--- src/exe_pkg.sv ---
package exe_pkg;

  // datapath width
  localparam int xlen = 32;

  // data or address word
  typedef logic [xlen-1:0] word_t;

  // one-hot alu select, bit index per operation
  localparam int alu_ops = 12;
  typedef logic [alu_ops-1:0] alu_op_t;

  localparam int alu_add  = 0;
  localparam int alu_sub  = 1;
  localparam int alu_slt  = 2;
  localparam int alu_sltu = 3;
  localparam int alu_and  = 4;
  localparam int alu_nor  = 5;
  localparam int alu_or   = 6;
  localparam int alu_xor  = 7;
  localparam int alu_sll  = 8;
  localparam int alu_srl  = 9;
  localparam int alu_sra  = 10;
  localparam int alu_lui  = 11;

  // shift amount, low five bits of src2
  typedef logic [4:0] shamt_t;

  // byte write enables, one per lane
  typedef logic [3:0] strb_t;

  // unit that owns the result
  typedef enum logic [2:0] {
    fu_alu,
    fu_mul,
    fu_div,
    fu_load,
    fu_store,
    fu_branch
  } fu_sel_t;

  // mul/div flavours
  typedef enum logic [2:0] {
    md_mul,
    md_mulh,
    md_mulhu,
    md_div,
    md_divu,
    md_mod,
    md_modu
  } md_op_t;

  // access width
  typedef enum logic [1:0] {
    size_byte,
    size_half,
    size_word
  } mem_size_t;

  // branch conditions, flags come from the alu
  typedef enum logic [2:0] {
    br_always,
    br_eq,
    br_ne,
    br_lt,
    br_ge
  } br_cond_t;

  // load/store handshake states
  typedef enum logic [1:0] {
    agu_idle,
    agu_wait_addr,
    agu_wait_data,
    agu_wait_store
  } agu_state_t;

  // fall-through step
  localparam word_t inst_bytes = 32'd4;

endpackage

--- src/exe_alu.sv ---
module exe_alu (
  input  exe_pkg::alu_op_t alu_op,
  input  exe_pkg::word_t   src1,
  input  exe_pkg::word_t   src2,
  output exe_pkg::word_t   result,
  output logic             zero,
  output logic             less
);
  import exe_pkg::*;

  // one-hot select bits
  logic op_add;
  logic op_sub;
  logic op_slt;
  logic op_sltu;
  logic op_and;
  logic op_nor;
  logic op_or;
  logic op_xor;
  logic op_sll;
  logic op_srl;
  logic op_sra;
  logic op_lui;

  assign op_add  = alu_op[alu_add];
  assign op_sub  = alu_op[alu_sub];
  assign op_slt  = alu_op[alu_slt];
  assign op_sltu = alu_op[alu_sltu];
  assign op_and  = alu_op[alu_and];
  assign op_nor  = alu_op[alu_nor];
  assign op_or   = alu_op[alu_or];
  assign op_xor  = alu_op[alu_xor];
  assign op_sll  = alu_op[alu_sll];
  assign op_srl  = alu_op[alu_srl];
  assign op_sra  = alu_op[alu_sra];
  assign op_lui  = alu_op[alu_lui];

  // shared adder, subtract as src1 + ~src2 + 1
  logic  do_sub;
  word_t adder_b;
  word_t adder_sum;
  logic  adder_cout;

  assign do_sub  = op_sub | op_slt | op_sltu;
  assign adder_b = do_sub ? ~src2 : src2;
  assign {adder_cout, adder_sum} = {1'b0, src1} + {1'b0, adder_b} + {{xlen{1'b0}}, do_sub};

  // signed less: operand signs differ, else sign of the difference
  logic slt_bit;
  assign slt_bit = (src1[xlen-1] & ~src2[xlen-1])
                 | (~(src1[xlen-1] ^ src2[xlen-1]) & adder_sum[xlen-1]);

  // unsigned less, no carry out means a borrow
  logic sltu_bit;
  assign sltu_bit = ~adder_cout;

  // shifts
  shamt_t shamt;
  word_t  sll_res;
  word_t  srl_res;
  word_t  sra_res;

  assign shamt   = src2[4:0];
  assign sll_res = src1 << shamt;
  assign srl_res = src1 >> shamt;
  // sign fill from src1 msb
  assign sra_res = word_t'($signed(src1) >>> shamt);

  // and-or result mux
  assign result = ({xlen{op_add | op_sub}} & adder_sum)
                | ({xlen{op_slt}}          & {{(xlen-1){1'b0}}, slt_bit})
                | ({xlen{op_sltu}}         & {{(xlen-1){1'b0}}, sltu_bit})
                | ({xlen{op_and}}          & (src1 & src2))
                | ({xlen{op_nor}}          & ~(src1 | src2))
                | ({xlen{op_or}}           & (src1 | src2))
                | ({xlen{op_xor}}          & (src1 ^ src2))
                | ({xlen{op_sll}}          & sll_res)
                | ({xlen{op_srl}}          & srl_res)
                | ({xlen{op_sra}}          & sra_res)
                | ({xlen{op_lui}}          & src2);

  // flags for the branch unit
  // zero for eq/ne via sub, less for lt/ge via slt
  assign zero = ~(|result);
  assign less = result[0];

endmodule

--- config.mk ---
export PLATFORM = sky130hd
export DESIGN_NAME = exe_alu
export DESIGN_NICKNAME = d
export VERILOG_FILES = /design/src/exe_pkg.sv /design/src/exe_alu.sv
export SDC_FILE = /design/constraint.sdc
export NUM_CORES = 1
export LEC_CHECK = 0
export ABC_CLOCK_PERIOD_IN_PS = 7800
export BUFFER_PORTS_ARGS = -buffer_cell sky130_fd_sc_hd__buf_2
export CAP_MARGIN = 20
export CORE_MARGIN = 2
export CORE_UTILIZATION = 45
export DETAILED_ROUTE_END_ITERATION = 8
export PLACE_DENSITY = 0.67
export SLEW_MARGIN = 20
export SYNTH_ARGS = -nofsm -noshare
export SYNTH_HDL_FRONTEND = slang
export SYNTH_SLANG_ARGS = --single-unit
--- constraint.sdc ---
create_clock -name vclk -period 7.8
set_input_delay 1.56 -clock vclk [all_inputs]
set_output_delay 1.56 -clock vclk [all_outputs]
set_load 0.01 [all_outputs]
==> metrics.md <==
| Metric | Value |
|---|---|
| Outcome | complete, no violations |
| Buffers on Ports | 110 |
| Critical Path Max Stage Delay | between 0.4 and 0.5 ns |
| Via count | 11,100 |
| Hold buffer count at CTS | 0 |
| Worst endpoint required time | 6.24 ns |
| Distinct cells, synth | 83 |
| Pre-CTS WS | between 0.6 and 0.7 ns |
| I/O pins | 110 |
| Max stage delay cell, worst path | fa_1 |
| Sequential area share after synthesis | 0% |
| Fin util | 49.9% |
| HPWL Detailed | 37,600 um |
| Critical path class | primary input to output pin |
| Worst setup margin | 0.488 ns |
| CP arrival | 5.75 ns |
| Crit start category | primary input |
| Mean post-synth cell area | 7.08 um2 |
| Largest net degree at the start of global routing | 36 |
| Total design power | 0.825 mW |
| # DRC | 0 |
| TNS Setup | 0 ns |
| Vias per inst | ~7.4 |
| Commonest cells after routing, fill and taps aside | nand2_1, buf_2, nor2_1, ha_1, mux2i_1 |
| Nature of the critical path endpoint | output pin |
| Worst Hold Class | primary input to output pin |
| Die X-Extent | 142 um |
| ANT cells | 0 |
| Initial antenna violation count | 2 |
| Warnings from Yosys | 0 |
| Worst hold slack | 3.78 ns |
| Post-CTS Setup Bufs | 0 |
| Die Ht | between 100 and 150 um |
| Initial DRC count | 1,549 |
| Mapped Area | 0.00857 mm2 |
| Final wirelength | 47,800 um |
| Final net count | ~1,400 |
| Final min period | approximately 7.3 ns |
| GRT overflow | 0 |
| Initial Util | 45.8% |
| Relative slew slack | about a quarter |
| Final hold viol count | 0 |
| Flip-flop and latch count | 0 |
| Layout fillers | 1,922 |
| Leakage | 3.93 nW |
| Core Area | between 0.015 and 0.02 mm2 |
| Die Area | 0.0202 mm2 |
| Placement Rows | 50 |
| Worst IR drop on VDD | 0.0720 mV |
| Pwr per Cell Area | 88.4 mW/mm2 |
| CP max FO | 31 |
| # Max-Cap Violations | 0 |
| Period utilisation layout | a little over nine tenths |
| Multi-input gate area | between 0.007 and 0.008 mm2 |
| Layout clock buffers | 0 |
| GPL Wtd Cong | 1.05 |
| All-Layer GR Usage | 46.0% |
| Top cells by area, synth | ha_1, mux2i_1, mux4_2 |
| Fmax | around 140 MHz |
| Antenna-violating nets left | 0 |
| Most common cell after layout, fill and taps aside | nand2_1 |
| CP cell instances | buf_2 > nor3_2 > buf_12 > xnor2_1 > fa_1 > a211oi_1 > o21bai_1 > o21ai_0 > and2_1 > nor2_1 > nor4_1 > o2111ai_1 > nor4_1 > nand4_1 > nor2_1 > buf_2 |
| Mapped Nets | 1,384 |
| Dominant cell type by area after synthesis | ha_1 |
| Setup violators final | 0 |
| RSZ-0062 raised after global routing | false |
| Vias in the first global route | 10,100 |
| Layout area overhead | 8.91% |
| Post-DR wirelength/cell | around 32 um |
| Max-slew violation count | 0 |
| Worst-margin pin slew | 1.10 ns |
| First-pass GRT wire length | 68,900 um |
| Reg area | 0 um2 |
| # resized after CTS | 0 |
| Synthesized instance count | 1,210 |
| Pre-Repair DR Iteration Count | 6 |
| Share of layout cells above drive strength 1 | a little under a fifth |
| Yosys top cell area share | 14.2% |
routing by layer:
layer	up-vias	global-route usage (%)	share of wire, %
met5	-	0.752	0.057
met4	4	24.4	7.0
met3	187	11.0	12
met2	879	69.1	41
met1	5235	60.9	39
li1	4765	-	-
synthesized netlist by cell type, drive strengths merged, types with 13 or more instances:
cell and count:
buf 35, xnor2 34, mux2i 84, o2111ai 13, a222oi 31, nor2b 15, o22ai 23, nand3 28
nor3 31, a21oi 55, mux2 32, o211ai 20, nand4 15, nand2 114, nor2 108, mux4 21
inv 76, a211oi 18, o21ai 66, ha 97, clkbuf 62, a22oi 13, a21o 13
logic make-up after synthesis:
family | synth area share [%]
simple gates | 21.8
xor+xnor | 4.40
compound gates | 31.1
buf+inv | 8.60
fa+ha+maj | 14.4
mux | 19.7
per-stage QoR:
stage,area (um2),instances
detailed placement,9330,1503
CTS,9330,1503
global placement,9330,1503
finish,9330,1503
floorplan,8570,1210
global route,9330,1503
power breakdown:
part	switching (mW)	leakage, nW	internal (mW)	total, mW
sequential	0	0	0	0
combinational	0.539	3.93	0.285	0.825
clock	0	0	0	0
total	0.539	3.93	0.285	0.825
worst max-delay path, delay by kind of cell:
kind	cells	cell delay [ns]
fa+ha+maj	1	0.43
simple gates	7	1.96
buf+inv	3	0.59
compound gates	4	1.07
xor+xnor	1	0.14
path summary, 6_finish.rpt:
kind                     end  cells past startpoint  slack, ns       from
hold / removal    result[19]                      6       3.78   src2[19]
setup / recovery        zero                     16       0.49  alu_op[3]
layout make-up:
cell class | instances | area share (%)
tap | 234 | 3.14
inverter | 77 | 3.10
timing repair buffer | 156 | 9.76
multi-input combinational | 1036 | 84.0
Note: power is estimated with default switching activity, not from simulation.
