<file path="src/exe_pkg.sv">
package exe_pkg;

  // datapath width
  localparam int xlen = 32;

  // data or address word
  typedef logic [xlen-1:0] word_t;

  // one-hot alu select, bit index per operation
  localparam int alu_ops = 12;
  typedef logic [alu_ops-1:0] alu_op_t;

  localparam int alu_add  = 0;
  localparam int alu_sub  = 1;
  localparam int alu_slt  = 2;
  localparam int alu_sltu = 3;
  localparam int alu_and  = 4;
  localparam int alu_nor  = 5;
  localparam int alu_or   = 6;
  localparam int alu_xor  = 7;
  localparam int alu_sll  = 8;
  localparam int alu_srl  = 9;
  localparam int alu_sra  = 10;
  localparam int alu_lui  = 11;

  // shift amount, low five bits of src2
  typedef logic [4:0] shamt_t;

  // byte write enables, one per lane
  typedef logic [3:0] strb_t;

  // unit that owns the result
  typedef enum logic [2:0] {
    fu_alu,
    fu_mul,
    fu_div,
    fu_load,
    fu_store,
    fu_branch
  } fu_sel_t;

  // mul/div flavours
  typedef enum logic [2:0] {
    md_mul,
    md_mulh,
    md_mulhu,
    md_div,
    md_divu,
    md_mod,
    md_modu
  } md_op_t;

  // access width
  typedef enum logic [1:0] {
    size_byte,
    size_half,
    size_word
  } mem_size_t;

  // branch conditions, flags come from the alu
  typedef enum logic [2:0] {
    br_always,
    br_eq,
    br_ne,
    br_lt,
    br_ge
  } br_cond_t;

  // load/store handshake states
  typedef enum logic [1:0] {
    agu_idle,
    agu_wait_addr,
    agu_wait_data,
    agu_wait_store
  } agu_state_t;

  // fall-through step
  localparam word_t inst_bytes = 32'd4;

endpackage

</file>
<file path="src/exe_agu.sv">
module exe_agu (
  input  logic               clk,
  input  logic               rst_n,
  input  logic               mem_rd,
  input  logic               mem_wr,
  input  exe_pkg::word_t     addr,
  input  exe_pkg::mem_size_t mem_size,
  input  logic               mem_unsigned,
  input  exe_pkg::word_t     store_data,
  output logic               dmem_req,
  output logic               dmem_we,
  output exe_pkg::word_t     dmem_addr,
  output exe_pkg::strb_t     dmem_strb,
  output exe_pkg::word_t     dmem_wdata,
  input  logic               dmem_addr_ok,
  input  logic               dmem_data_ok,
  input  exe_pkg::word_t     dmem_rdata,
  output exe_pkg::word_t     load_data,
  output logic               mem_done,
  output logic               excp_ale
);
  import exe_pkg::*;

  agu_state_t state;
  agu_state_t state_next;

  // byte offset in bits
  logic [4:0] lane_shift;
  assign lane_shift = {addr[1:0], 3'b000};

  // alignment check, bytes never fault
  logic misaligned;
  always_comb begin
    case (mem_size)
      size_half: misaligned = addr[0];
      size_word: misaligned = addr[1] | addr[0];
      default:   misaligned = 1'b0;
    endcase
  end

  assign excp_ale = (mem_rd | mem_wr) & misaligned;

  // byte lanes touched by the access
  always_comb begin
    case (mem_size)
      size_byte: dmem_strb = strb_t'(4'b0001 << addr[1:0]);
      size_half: dmem_strb = addr[1] ? 4'b1100 : 4'b0011;
      size_word: dmem_strb = 4'b1111;
      default:   dmem_strb = 4'b0000;
    endcase
  end

  // store data moved up to its lane
  assign dmem_wdata = store_data << lane_shift;
  assign dmem_addr  = addr;
  assign dmem_we    = mem_wr;

  // request while idle with a legal access, or still waiting on acceptance
  assign dmem_req = ((state == agu_idle) & (mem_rd | mem_wr) & ~misaligned)
                  | (state == agu_wait_addr)
                  | (state == agu_wait_store);

  // read word shifted down, then extended
  word_t rdata_shifted;
  assign rdata_shifted = dmem_rdata >> lane_shift;

  always_comb begin
    case (mem_size)
      size_byte: begin
        load_data = {{24{rdata_shifted[7] & ~mem_unsigned}}, rdata_shifted[7:0]};
      end
      size_half: begin
        load_data = {{16{rdata_shifted[15] & ~mem_unsigned}}, rdata_shifted[15:0]};
      end
      default: begin
        load_data = rdata_shifted;
      end
    endcase
  end

  // store ends at acceptance, load on read-data valid
  logic store_accept;
  logic load_return;

  assign store_accept = dmem_req & dmem_we & dmem_addr_ok;
  assign load_return  = (state == agu_wait_data) & dmem_data_ok;
  assign mem_done     = excp_ale | store_accept | load_return;

  always_comb begin
    state_next = state;
    case (state)
      agu_idle: begin
        if (mem_rd & ~misaligned) begin
          state_next = dmem_addr_ok ? agu_wait_data : agu_wait_addr;
        end else if (mem_wr & ~misaligned) begin
          // accepted store needs no further wait
          state_next = dmem_addr_ok ? agu_idle : agu_wait_store;
        end
      end
      agu_wait_addr: begin
        if (dmem_addr_ok) begin
          state_next = agu_wait_data;
        end
      end
      agu_wait_data: begin
        if (dmem_data_ok) begin
          state_next = agu_idle;
        end
      end
      agu_wait_store: begin
        if (dmem_addr_ok) begin
          state_next = agu_idle;
        end
      end
      default: begin
        state_next = agu_idle;
      end
    endcase
    // a faulting access never leaves idle
    if (excp_ale) begin
      state_next = agu_idle;
    end
  end

  always_ff @(posedge clk) begin
    if (!rst_n) begin
      state <= agu_idle;
    end else begin
      state <= state_next;
    end
  end

endmodule

</file>
<file path="config.mk">
export PLATFORM = sky130hd
export DESIGN_NAME = exe_agu
export DESIGN_NICKNAME = d
export VERILOG_FILES = /design/src/exe_pkg.sv /design/src/exe_agu.sv
export SDC_FILE = /design/constraint.sdc
export NUM_CORES = 1
export LEC_CHECK = 0
export ABC_AREA = 0
export BUFFER_PORTS_ARGS = -buffer_cell sky130_fd_sc_hd__buf_2
export CAP_MARGIN = 10
export CORE_AREA = 2 2 81 83
export CTS_CLUSTER_DIAMETER = 150
export DETAILED_ROUTE_END_ITERATION = 6
export DIE_AREA = 0 0 83 85
export PLACE_DENSITY = 0.77
export SLEW_MARGIN = 20
export SYNTH_ARGS = -nofsm -noshare
export SYNTH_HDL_FRONTEND = slang
export SYNTH_SLANG_ARGS = --single-unit
</file>
<file path="constraint.sdc">
create_clock -name clk -period 3.9 [get_ports clk]
set_input_delay 0.585 -clock clk [delete_from_list [all_inputs] [get_ports clk]]
set_output_delay 0.585 -clock clk [all_outputs]
set_load 0.1 [all_outputs]
</file>
==> impl_results.md <==
- Final Hold Vio Count: 0
- Area of the core: 6200 um2
- Post-CTS Hold Fix Bufs: 0
- Multi-input logic area: 1330 um2
- Clock net sink count: 2
- Number of placed I/O pins: 209
- Async set-reset flop share out of synthesis: 0%
- Maximum number of pins on one net before global-route repair: 51
- Instance count after placement with tap cells included: 444
- Number of standard-cell rows in the floorplan: 29
- Relative max-transition margin: 65.2%
- Total vias in the final route: 2248
- Root buf cell: sky130_fd_sc_hd__clkbuf_8
- IR drop worst, VDD: 328 uV
- Max incr delay on CP: 430 ps
- Largest registers: state x2
- Share of cells above drive strength 1: 44.1%
- Clock buffer depth: 2
- Length of routed wiring on met1: 2250 um
- Worst path required time: 3310 ps
- Vias in the first global route: 2082
- Crit path cell chain: buf_2 -> mux4_2 -> nand3b_4 -> a21boi_4 -> o21ai_0 -> buf_2
- Run status: finished clean
- DP Wirelength: 4990 um
- Warnings from Yosys: 0
- Cell repeated most along the worst path: sky130_fd_sc_hd__buf_2
- Flop-to-flop setup slack: 3040 ps
- Startpoint type of the worst setup path: input port
- Number of enable-type register cells in the synthesized netlist: 0
- Routed via count divided by cell count: 5.03
- Remaining global-route overflow: 0
- Power Dens Cells: 357 nW/um2
- Syn Std Cell Area: 1740 um2
- Critical Path AT: 2540 ps
- Post-route antenna net violation count: 0
- Die H: 85 um
- Largest reg by FF count: state
- Pre-Repair DR Iteration Count: 4
- Clock edge transition at the registers on the reported setup and hold paths: 30 ps
- Hold EP: state[0]
- Routed wire length per instance: 13.4 um
- Full die area: 7060 um2
- Synthesis-stage register bit count: 2
- Crit Path Class: in2out
- Final Net Count: 483
- Largest area contributor in the netlist: sky130_fd_sc_hd__mux2i_1
- Setup Buffers After CTS: 0
- Cells taking the most area after synthesis: sky130_fd_sc_hd__mux2i_1 18%, sky130_fd_sc_hd__buf_4 14%, sky130_fd_sc_hd__a21oi_1 8.4%
- Class of the tightest hold or removal check: reg2reg
- Number of distinct standard cells referenced by the synthesized netlist: 32
- Total routed wirelength: 5990 um
- Most instantiated flip-flop cell in the synthesis netlist: sky130_fd_sc_hd__dfxtp_1
- Area occupied by registers: 40.0 um2
- Fin util: 41.3%
- Final clock period utilization by the worst path: 80.0%
- Starting DRT DRC Count: 61
- Number of diodes: 0
- Global-route wire length before repair: 9660 um
- Synthesized net count: 377
- Depth of the worst register-to-register path: 3
- Actual slew at the worst max-slew pin: 522 ps
- Initial core utilization: 28.0%
- Critical-path top delay cell: sky130_fd_sc_hd__mux4_2
- Fill cell instance count of the final layout: 645
- Crit. End Element: output port
- Max Cap Violations: 0
- Min Clock Period, post-route: 3120 ps
- Most frequently used cell type in the post-synthesis netlist: sky130_fd_sc_hd__buf_4
- Met2 wire length: 3110 um
- Routability cong.: 0.861
- Gates resized, CTS repair: 0
- Startpoint of the lowest-slack hold path: state[0]
- Number of flip-flops under the largest register name: 2
- Clock H-tree levels: 1
- Antenna violations before repair: 0
- Synth top area share: 18.5%
- DRC violations left: 0
- Count of port buffers added during placement: 148
- Syn-to-layout area delta: 47.8%
- RSZ-0062 raised after global routing: false
- Top layer in use: met4
- Clk Latency, worst-skew pair: 210 ps
- CTS tree: done
- Maximum clock rate: 0.320 GHz
- Total of endpoints with negative setup slack in the final report: 0
- Final Max Tran Viols: 0
- Leading cell types by count after synthesis: 33 x sky130_fd_sc_hd__buf_4, 32 x sky130_fd_sc_hd__mux2i_1, 31 x sky130_fd_sc_hd__nand2_1, 29 x sky130_fd_sc_hd__a21oi_1, 25 x sky130_fd_sc_hd__nor2_1
- Seq/Total Area, Yosys: 2.31%
- Cell depth of the worst hold path: 2
- Leakage power figure: 1.42 nW
- Met3 routed wirelength: 595 um
- Count of non-filler cells in the finished layout: 447
- Number of cells produced by synthesis: 266
- Final clock skew: 1.85 ps
- Die Width: 83 um
- Mean cell area of the mapped netlist: 6.52 um2
- Total GRT Usage: 16.0%
- Start of the worst register-to-register path: state[1]
- Worst r2r dst: state[1]
- Number of buffers created by CTS: 3
- Largest driver fanout on the critical path: 23
[worst max-delay path, delay by kind of cell]
family          cells  cell delay (ps)
buf+inv             2              750
compound gates      2              600
mux                 1              430
simple gates        1              150
[stage by stage]
step | hold WS, ps | cell area [um2] | setup slack, ps | setup TNS [ps] | total power, mW
floorplan | 518 | 1740 | -201 | -1190 | 0.794
global placement | 551 | 2520 | 805 | 0 | 0.833
detailed placement | 572 | 2520 | 749 | 0 | 0.840
CTS | 576 | 2560 | 745 | 0 | 0.923
global route | 607 | 2560 | 591 | 0 | 0.956
finish | 572 | 2560 | 780 | 0 | 0.916
[layer usage]
| metal | vias to the layer above | global-route usage, % |
|---|---|---|
| li1 | 1097 | - |
| met5 | - | 0 |
| met3 | 8 | 5.45 |
| met1 | 1010 | 17.7 |
| met4 | 0 | 2.09 |
| met2 | 133 | 30.4 |
[area by class of cell]
type | count | area share (%)
multi-input combinational | 206 | 51.9
timing repair buffer | 153 | 40.3
tap | 77 | 3.76
clock buffer | 3 | 1.61
sequential | 2 | 1.56
inverter | 6 | 0.878
[how the worst max path moves through the flow]
stage / start / to / slack (ps) / depth (start not counted)
final: addr[0] / load_data[20] / 780 / 6
after global routing: addr[0] / load_data[20] / 590 / 6
after CTS: addr[1] / load_data[20] / 740 / 7
after detailed placement: addr[1] / load_data[20] / 750 / 7
after global placement: addr[0] / load_data[20] / 800 / 6
after floorplan: mem_size[0] / load_data[16] / -200 / 5
[power by group]
group / leakage (nW) / internal (mW) / switching (mW)
logic: 1.38 / 0.185 / 0.625
clock network: 0.0216 / 0.0651 / 0.0141
registers: 0.0165 / 0.0231 / 0.00357
total: 1.42 / 0.274 / 0.643
[cell usage in the layout, fill, tap and decap left out, types with 6 or more instances in the layout]
master,count
sky130_fd_sc_hd__ha_1,6
sky130_fd_sc_hd__inv_1,6
sky130_fd_sc_hd__a211oi_1,15
sky130_fd_sc_hd__mux2i_1,32
sky130_fd_sc_hd__buf_2,131
sky130_fd_sc_hd__nor2_1,25
sky130_fd_sc_hd__o21ai_0,8
sky130_fd_sc_hd__buf_12,17
sky130_fd_sc_hd__o21ai_1,15
sky130_fd_sc_hd__and2_1,8
sky130_fd_sc_hd__nand2_1,31
sky130_fd_sc_hd__a21oi_1,29
sky130_fd_sc_hd__nor2b_1,18
[cell families after synthesis]
group	count (synthesis)	synth area share (%)
AOI/OAI and AO/OA	77	26.9
xor gates and xnor gates	1	0.505
adders and majority gates	6	4.33
buffers and inverters	58	21.0
DFF	2	2.31
muxes	33	19.8
and+or+nand+nor	89	25.2
Note: power is estimated with default switching activity, not from simulation.
