--- config.mk ---
export PLATFORM = sky130hd
export DESIGN_NAME = exe_branch
export DESIGN_NICKNAME = d
export VERILOG_FILES = /design/src/exe_pkg.sv /design/src/exe_branch.sv
export SDC_FILE = /design/constraint.sdc
export NUM_CORES = 1
export LEC_CHECK = 0
export ABC_CLOCK_PERIOD_IN_PS = 5450
export BUFFER_PORTS_ARGS = -buffer_cell sky130_fd_sc_hd__buf_2
export CELL_PAD_IN_SITES_DETAIL_PLACEMENT = 0
export CELL_PAD_IN_SITES_GLOBAL_PLACEMENT = 1
export CORE_UTILIZATION = 31
export DETAILED_ROUTE_END_ITERATION = 16
export PLACE_DENSITY = 0.84
export SYNTH_ARGS = -nofsm -noshare
export SYNTH_HDL_FRONTEND = slang
export SYNTH_SLANG_ARGS = --single-unit
--- constraint.sdc ---
create_clock -name vclk -period 5.45
set_input_delay 0.8175 -clock vclk [all_inputs]
set_output_delay 0.8175 -clock vclk [all_outputs]
set_load 0.01 [all_outputs]
--- src/exe_pkg.sv ---
package exe_pkg;

  // datapath width
  localparam int xlen = 32;

  // data or address word
  typedef logic [xlen-1:0] word_t;

  // one-hot alu select, bit index per operation
  localparam int alu_ops = 12;
  typedef logic [alu_ops-1:0] alu_op_t;

  localparam int alu_add  = 0;
  localparam int alu_sub  = 1;
  localparam int alu_slt  = 2;
  localparam int alu_sltu = 3;
  localparam int alu_and  = 4;
  localparam int alu_nor  = 5;
  localparam int alu_or   = 6;
  localparam int alu_xor  = 7;
  localparam int alu_sll  = 8;
  localparam int alu_srl  = 9;
  localparam int alu_sra  = 10;
  localparam int alu_lui  = 11;

  // shift amount, low five bits of src2
  typedef logic [4:0] shamt_t;

  // byte write enables, one per lane
  typedef logic [3:0] strb_t;

  // unit that owns the result
  typedef enum logic [2:0] {
    fu_alu,
    fu_mul,
    fu_div,
    fu_load,
    fu_store,
    fu_branch
  } fu_sel_t;

  // mul/div flavours
  typedef enum logic [2:0] {
    md_mul,
    md_mulh,
    md_mulhu,
    md_div,
    md_divu,
    md_mod,
    md_modu
  } md_op_t;

  // access width
  typedef enum logic [1:0] {
    size_byte,
    size_half,
    size_word
  } mem_size_t;

  // branch conditions, flags come from the alu
  typedef enum logic [2:0] {
    br_always,
    br_eq,
    br_ne,
    br_lt,
    br_ge
  } br_cond_t;

  // load/store handshake states
  typedef enum logic [1:0] {
    agu_idle,
    agu_wait_addr,
    agu_wait_data,
    agu_wait_store
  } agu_state_t;

  // fall-through step
  localparam word_t inst_bytes = 32'd4;

endpackage

--- src/exe_branch.sv ---
module exe_branch (
  input  exe_pkg::br_cond_t br_cond,
  input  logic              br_rel_rj,
  input  logic              pred_taken,
  input  logic              zero,
  input  logic              less,
  input  exe_pkg::word_t    pc,
  input  exe_pkg::word_t    rj_value,
  input  exe_pkg::word_t    imm,
  output exe_pkg::word_t    redirect_pc,
  output logic              mispredict,
  output exe_pkg::word_t    link_pc
);
  import exe_pkg::*;

  // condition from alu flags
  logic taken;

  always_comb begin
    case (br_cond)
      br_always: taken = 1'b1;
      br_eq:     taken = zero;
      br_ne:     taken = ~zero;
      br_lt:     taken = less;
      br_ge:     taken = ~less;
      default:   taken = 1'b0;
    endcase
  end

  // target base is rj for jirl-style, else pc
  word_t base;
  word_t target;

  assign base   = br_rel_rj ? rj_value : pc;
  // offset is in words
  assign target = base + (imm << 2);

  // next sequential pc, also the link value
  assign link_pc = pc + inst_bytes;

  // where fetch should go once resolved
  assign redirect_pc = taken ? target : link_pc;

  // prediction check
  assign mispredict = taken ^ pred_taken;

endmodule

==> out/metrics.csv, run 1 <==
metric;value;unit
status;completed;
synthesized instance count;418;
largest family of logic cells by synthesized area;compound AO/OA/AOI/OAI gates;
most used cell, CP;buf_2;
Syn Nets;552;
Die W;99.4;um
count leader, synth;nand2_1;
I/O pin count;168;
Routed Antenna Nets;0;
via count;3683;
Post-Synth Simple-Gate Area;25.0;%
die area;9870;um^2
Vert. Die Dim;99.4;um
critical-path cell list;buf_2 > mux2_2 > fa_1 > a211oi_1 > o21a_1 > nor3_1 > a2111o_1 > a31oi_1 > xnor2_1 > mux2_4 > buf_2;
Synth Area in Compound Gates;28.5;%
crit start category;input pin;
hpwl dp;9.43;mm
PD cells;131;nW/um^2
worst-margin pin slew;763;ps
initial antenna violation count;0;
layout clock buffer count;0;
num sequential;0;
wire length per cell;16.4;um
Ys Warns;0;
Port-buffer cells;166;
HP Start;pc[0];
Reg power frac;0;%
setup TNS;0;ps
adder-cell share of the synthesized area;13.5;%
# rows;35;
area leader, netlist;ha_1;
core area;9200;um^2
slowest cell delay on critical path;460;ps
synthesized area;2940;um^2
Post-Layout Cell Count;676;
P&R area growth vs syn;30.7;%
CP max-delay cell;fa_1;
register area share after synthesis;0;%
# DRC;0;
Final nets;701;
grt ovf;0;
final hold violation count;0;
clock network fraction of design power;0;%
synth unique cells;65;
Tot Pwr;504;uW
RSZ-0062 raised after global routing;false;
power share of the combinational group;100.0;%
top post-synthesis cells by area;ha_1 (13%), mux2_2 (11%), xnor2_1 (10%);
number of buffers and inverters on the critical path;2;
post-layout min period;4930;ps
Req. time, crit path;4630;ps
initial cell density of the core;31.9;%
final WL;11.1;mm
setup bufs post-CTS;0;
max cap viols;0;
area occupied by registers;0;um^2
CP max FO;18;
CP top delay family;compound AO/OA/AOI/OAI gates;
peak supply drop;0.0000358;V
first-pass GRT wire length;16.7;mm
drt pass-1 iters;4;
slew margin rel.;49.1;%
largest net degree at the start of global routing;26;
Setup CP Type;input pin to primary output;
placer congestion estimate;0.922;
Resize count post-CTS;0;
worst hold path depth;2;
Total Routing Usage GR;20.7;%
mux contribution to synthesized area;12.0;%
Slew Viols, Final;0;
drt initial violations;217;
P_sw;290;uW
most common library cells after synthesis;nand2_1 (47), a21oi_1 (43), nor2_1 (42), xnor2_1 (35), ha_1 (30);
Multi-input gate area;2830;um^2
Fmax;203;MHz
Vias/cell;5.45;
average cell area after synthesis;7.03;um^2
Post-CTS Hold Fix Bufs;0;
Sw Ratio;57.5;%
Util after Layout;41.8;%
Post-DP Area;3840;um^2
layout cells sized above 1;38.6;%
Internal Dissipation;215;uW
Synth top area share;12.8;%
Fill cells;980;
endpoints failing setup;0;
Leak;0.00182;uW
Hold Path Sink;link_pc[0];
DP Cell Count;676;
worst hold path type;input pin to primary output;
Synth Area in XOR/XNOR;16.9;%
worst path arrival time;4110;ps
Inserted Diodes;0;
Final Instance Area;3840;um^2
Final Cycle Share;90.4;%
vias in the first global route;3431;
Critical Path Sink Type;primary output;
==> metal layers <==
metal,up-vias,wire length [um],GRT usage [%]
met5,-,0,0
li1,1848,-,-
met2,107,5360,36.6
met4,0,78,1.47
met3,4,366,0.562
met1,1724,5300,29.0
==> how the worst max path moves through the flow <==
| stage | endpoint | from | slack, ps | cells past startpoint |
|---|---|---|---|---|
| 2_1_floorplan | redirect_pc[24] | br_rel_rj | 950 | 12 |
| 3_3_place_gp | redirect_pc[28] | br_rel_rj | 610 | 11 |
| 3_5_place_dp | redirect_pc[28] | br_rel_rj | 590 | 11 |
| 4_1_cts | redirect_pc[28] | br_rel_rj | 580 | 11 |
| 5_1_grt | redirect_pc[28] | br_rel_rj | 370 | 11 |
| 6_report | redirect_pc[28] | br_rel_rj | 520 | 11 |
==> metrics by stage <==
stage          hold slack (ps)  setup slack [ps]
6_report                  1830               522
5_1_grt                   1840               373
4_1_cts                   1830               580
3_5_place_dp              1830               595
3_3_place_gp              1830               610
2_1_floorplan             1680               946
==> power groups by stage <==
stage / combinational, uW / sequential [uW] / clock, uW
after global placement: 495 / 0 / 0
final: 504 / 0 / 0
after detailed placement: 498 / 0 / 0
after floorplan: 326 / 0 / 0
after global routing: 551 / 0 / 0
after CTS: 501 / 0 / 0
==> cell usage in the layout, fill, tap and decap left out, types with 2 or more instances in the layout <==
cell      Yosys  routed
buf_2         1     166
nand2_1      47      47
a21oi_1      43      43
nor2_1       42      42
xnor2_1      35      35
ha_1         30      30
mux2_2       29      29
o21ai_0      25      25
xor2_1       18      18
nand3_1      16      16
a21o_1        9       9
nand4_1       8       8
a31oi_1       8       8
inv_1         7       7
and3_1        7       7
o21bai_1      7       7
and4_1        4       4
nor2b_1       4       4
a211oi_1      4       4
nor3_1        3       3
o21a_1        3       3
nor4_1        3       3
xor2_2        2       2
o22a_1        2       2
a221o_1       2       2
o31a_1        2       2
o311ai_0      2       2
o221a_2       2       2
buf_4         2       2
==> layout make-up <==
type | count | share of cell area, %
multi-input combinational | 390 | 73.7
timing repair buffer | 168 | 22.0
tap | 111 | 3.62
inverter | 7 | 0.684
==> cell families (layout without fill, tap and decap cells) <==
logic type,Yosys count,count (layout)
AO/OA/AOI/OAI,127,127
XOR/XNOR,55,55
adder cells (fa/ha/maj),31,31
buffers and inverters,28,175
multiplexers,31,31
AND/OR/NAND/NOR,146,146
No activity file was read; power rests on OpenSTA's default activity.
==> inputs of run 2 (changes only) <==
--- a/config.mk
+++ b/config.mk
@@ -9,6 +9,7 @@
 export BUFFER_PORTS_ARGS = -buffer_cell sky130_fd_sc_hd__buf_2
 export CELL_PAD_IN_SITES_DETAIL_PLACEMENT = 0
 export CELL_PAD_IN_SITES_GLOBAL_PLACEMENT = 1
+export CORE_ASPECT_RATIO = 0.5
 export CORE_UTILIZATION = 31
 export DETAILED_ROUTE_END_ITERATION = 16
 export PLACE_DENSITY = 0.84
==> run 2 against run 1 <==
  * Maximum frequency increased by 1.4%
  * Critical path depth unchanged
  * Count of clock-buffer cells in the layout unchanged
  * Critical path type unchanged
  * Critical endpoint unchanged
  * Largest cell class unchanged
  * Largest power group unchanged
==> out/metrics.csv, run 2 (synthesis results as in run 1) <==
metric;value;unit
clock network fraction of design power;0;%
Slew Viols, Final;0;
worst path arrival time;4040;ps
most common cell after layout, fill and taps aside;buf_2;
max cap viols;0;
critical path depth in cells;11;
worst-margin pin slew;506;ps
# DRC;0;
Place WS;609;ps
most frequent cells in the layout;buf_2 (166), nand2_1 (47), a21oi_1 (43);
Resize count post-CTS;0;
P&R area growth vs syn;31.3;%
via count;3631;
Final WS setup;589;ps
vias in the first global route;3335;
I/O pin count;168;
PD cells;128;nW/um^2
Multi-input gate area;2830;um^2
worst hold path depth;2;
critical-path cell list;buf_2 > buf_4 > mux2_2 > ha_1 > and3_1 > a211o_1 > a2111o_1 > a31oi_1 > xnor2_1 > mux2_4 > buf_2;
num sequential;0;
power share of the combinational group;100.0;%
CP top delay family;compound AO/OA/AOI/OAI gates;
Internal Dissipation;215;uW
Sw Ratio;56.5;%
wire length per cell;15.4;um
Final nets;702;
layout cells sized above 1;38.7;%
Die W;140;um
Port-buffer cells;166;
final hold violation count;0;
setup bufs post-CTS;0;
placer congestion estimate;0.960;
initial antenna violation count;0;
Critical Path Sink Type;primary output;
Reg power frac;0;%
slowest cell delay on critical path;490;ps
Fmax;206;MHz
grt ovf;0;
HP Start;pc[0];
CP max FO;20;
area occupied by registers;0;um^2
CP max-delay cell;a2111o_1;
crit start category;input pin;
status;completed;
largest net degree at the start of global routing;32;
hpwl dp;8.94;mm
core area;8950;um^2
die area;9890;um^2
slew margin rel.;65.9;%
Req. time, crit path;4630;ps
endpoints failing setup;0;
Routed Antenna Nets;0;
Fill cells;964;
layout clock buffer count;0;
drt pass-1 iters;5;
Worst Setup SP;br_rel_rj;
setup TNS;0;ps
number of buffers and inverters on the critical path;3;
Setup CP Type;input pin to primary output;
Vert. Die Dim;70.8;um
initial cell density of the core;32.8;%
Leak;0.00182;uW
Vias/cell;5.32;
first-pass GRT wire length;16.7;mm
# rows;24;
Inserted Diodes;0;
drt initial violations;202;
Hold Path Sink;link_pc[0];
most used cell, CP;buf_2;
RSZ-0062 raised after global routing;false;
post-layout min period;4860;ps
P_sw;279;uW
Tot Pwr;494;uW
peak supply drop;0.0000416;V
Final Cycle Share;89.2;%
Post-CTS Hold Fix Bufs;0;
worst hold path type;input pin to primary output;
Total Routing Usage GR;20.4;%
final WL;10.5;mm
==> run 2: layout make-up <==
type	instances	area share, %
Multi-Input combinational cell	390	73.4
Timing Repair Buffer	169	22.1
Tap cell	117	3.80
Inverter	7	0.681
==> run 2: worst max-delay path by stage <==
stage,endpoint,slack [ps]
after global placement,redirect_pc[28],620
after global routing,redirect_pc[31],350
after CTS,redirect_pc[28],600
after floorplan,redirect_pc[24],950
after detailed placement,redirect_pc[28],610
final,redirect_pc[28],590
==> run 2: power groups by stage <==
| stage | Clock [uW] | Combinational [uW] | Sequential (uW) |
|---|---|---|---|
| 5_1_grt | 0 | 545 | 0 |
| 6_report | 0 | 494 | 0 |
| 4_1_cts | 0 | 494 | 0 |
| 2_1_floorplan | 0 | 326 | 0 |
| 3_5_place_dp | 0 | 491 | 0 |
| 3_3_place_gp | 0 | 489 | 0 |
==> run 2: layer usage <==
layer / share of wire [%] / track usage (%) / vias to the layer above
met5: 0 / 0 / -
met4: 0.28 / 0.611 / 0
met3: 6.0 / 0.948 / 2
met2: 45 / 35.3 / 127
met1: 49 / 29.7 / 1652
li1: - / - / 1850
==> run 2: per-stage QoR <==
| step | utilization (%) | cell area (um^2) | hold slack (ps) | std cells |
|---|---|---|---|---|
| 3_3_place_gp | 43.1 | 3860 | 1830 | 683 |
| 6_report | 43.1 | 3860 | 1830 | 683 |
| 5_1_grt | 43.1 | 3860 | 1840 | 683 |
| 4_1_cts | 43.1 | 3860 | 1830 | 683 |
| 2_1_floorplan | - | 2940 | 1680 | 418 |
| 3_5_place_dp | 43.1 | 3860 | 1830 | 683 |
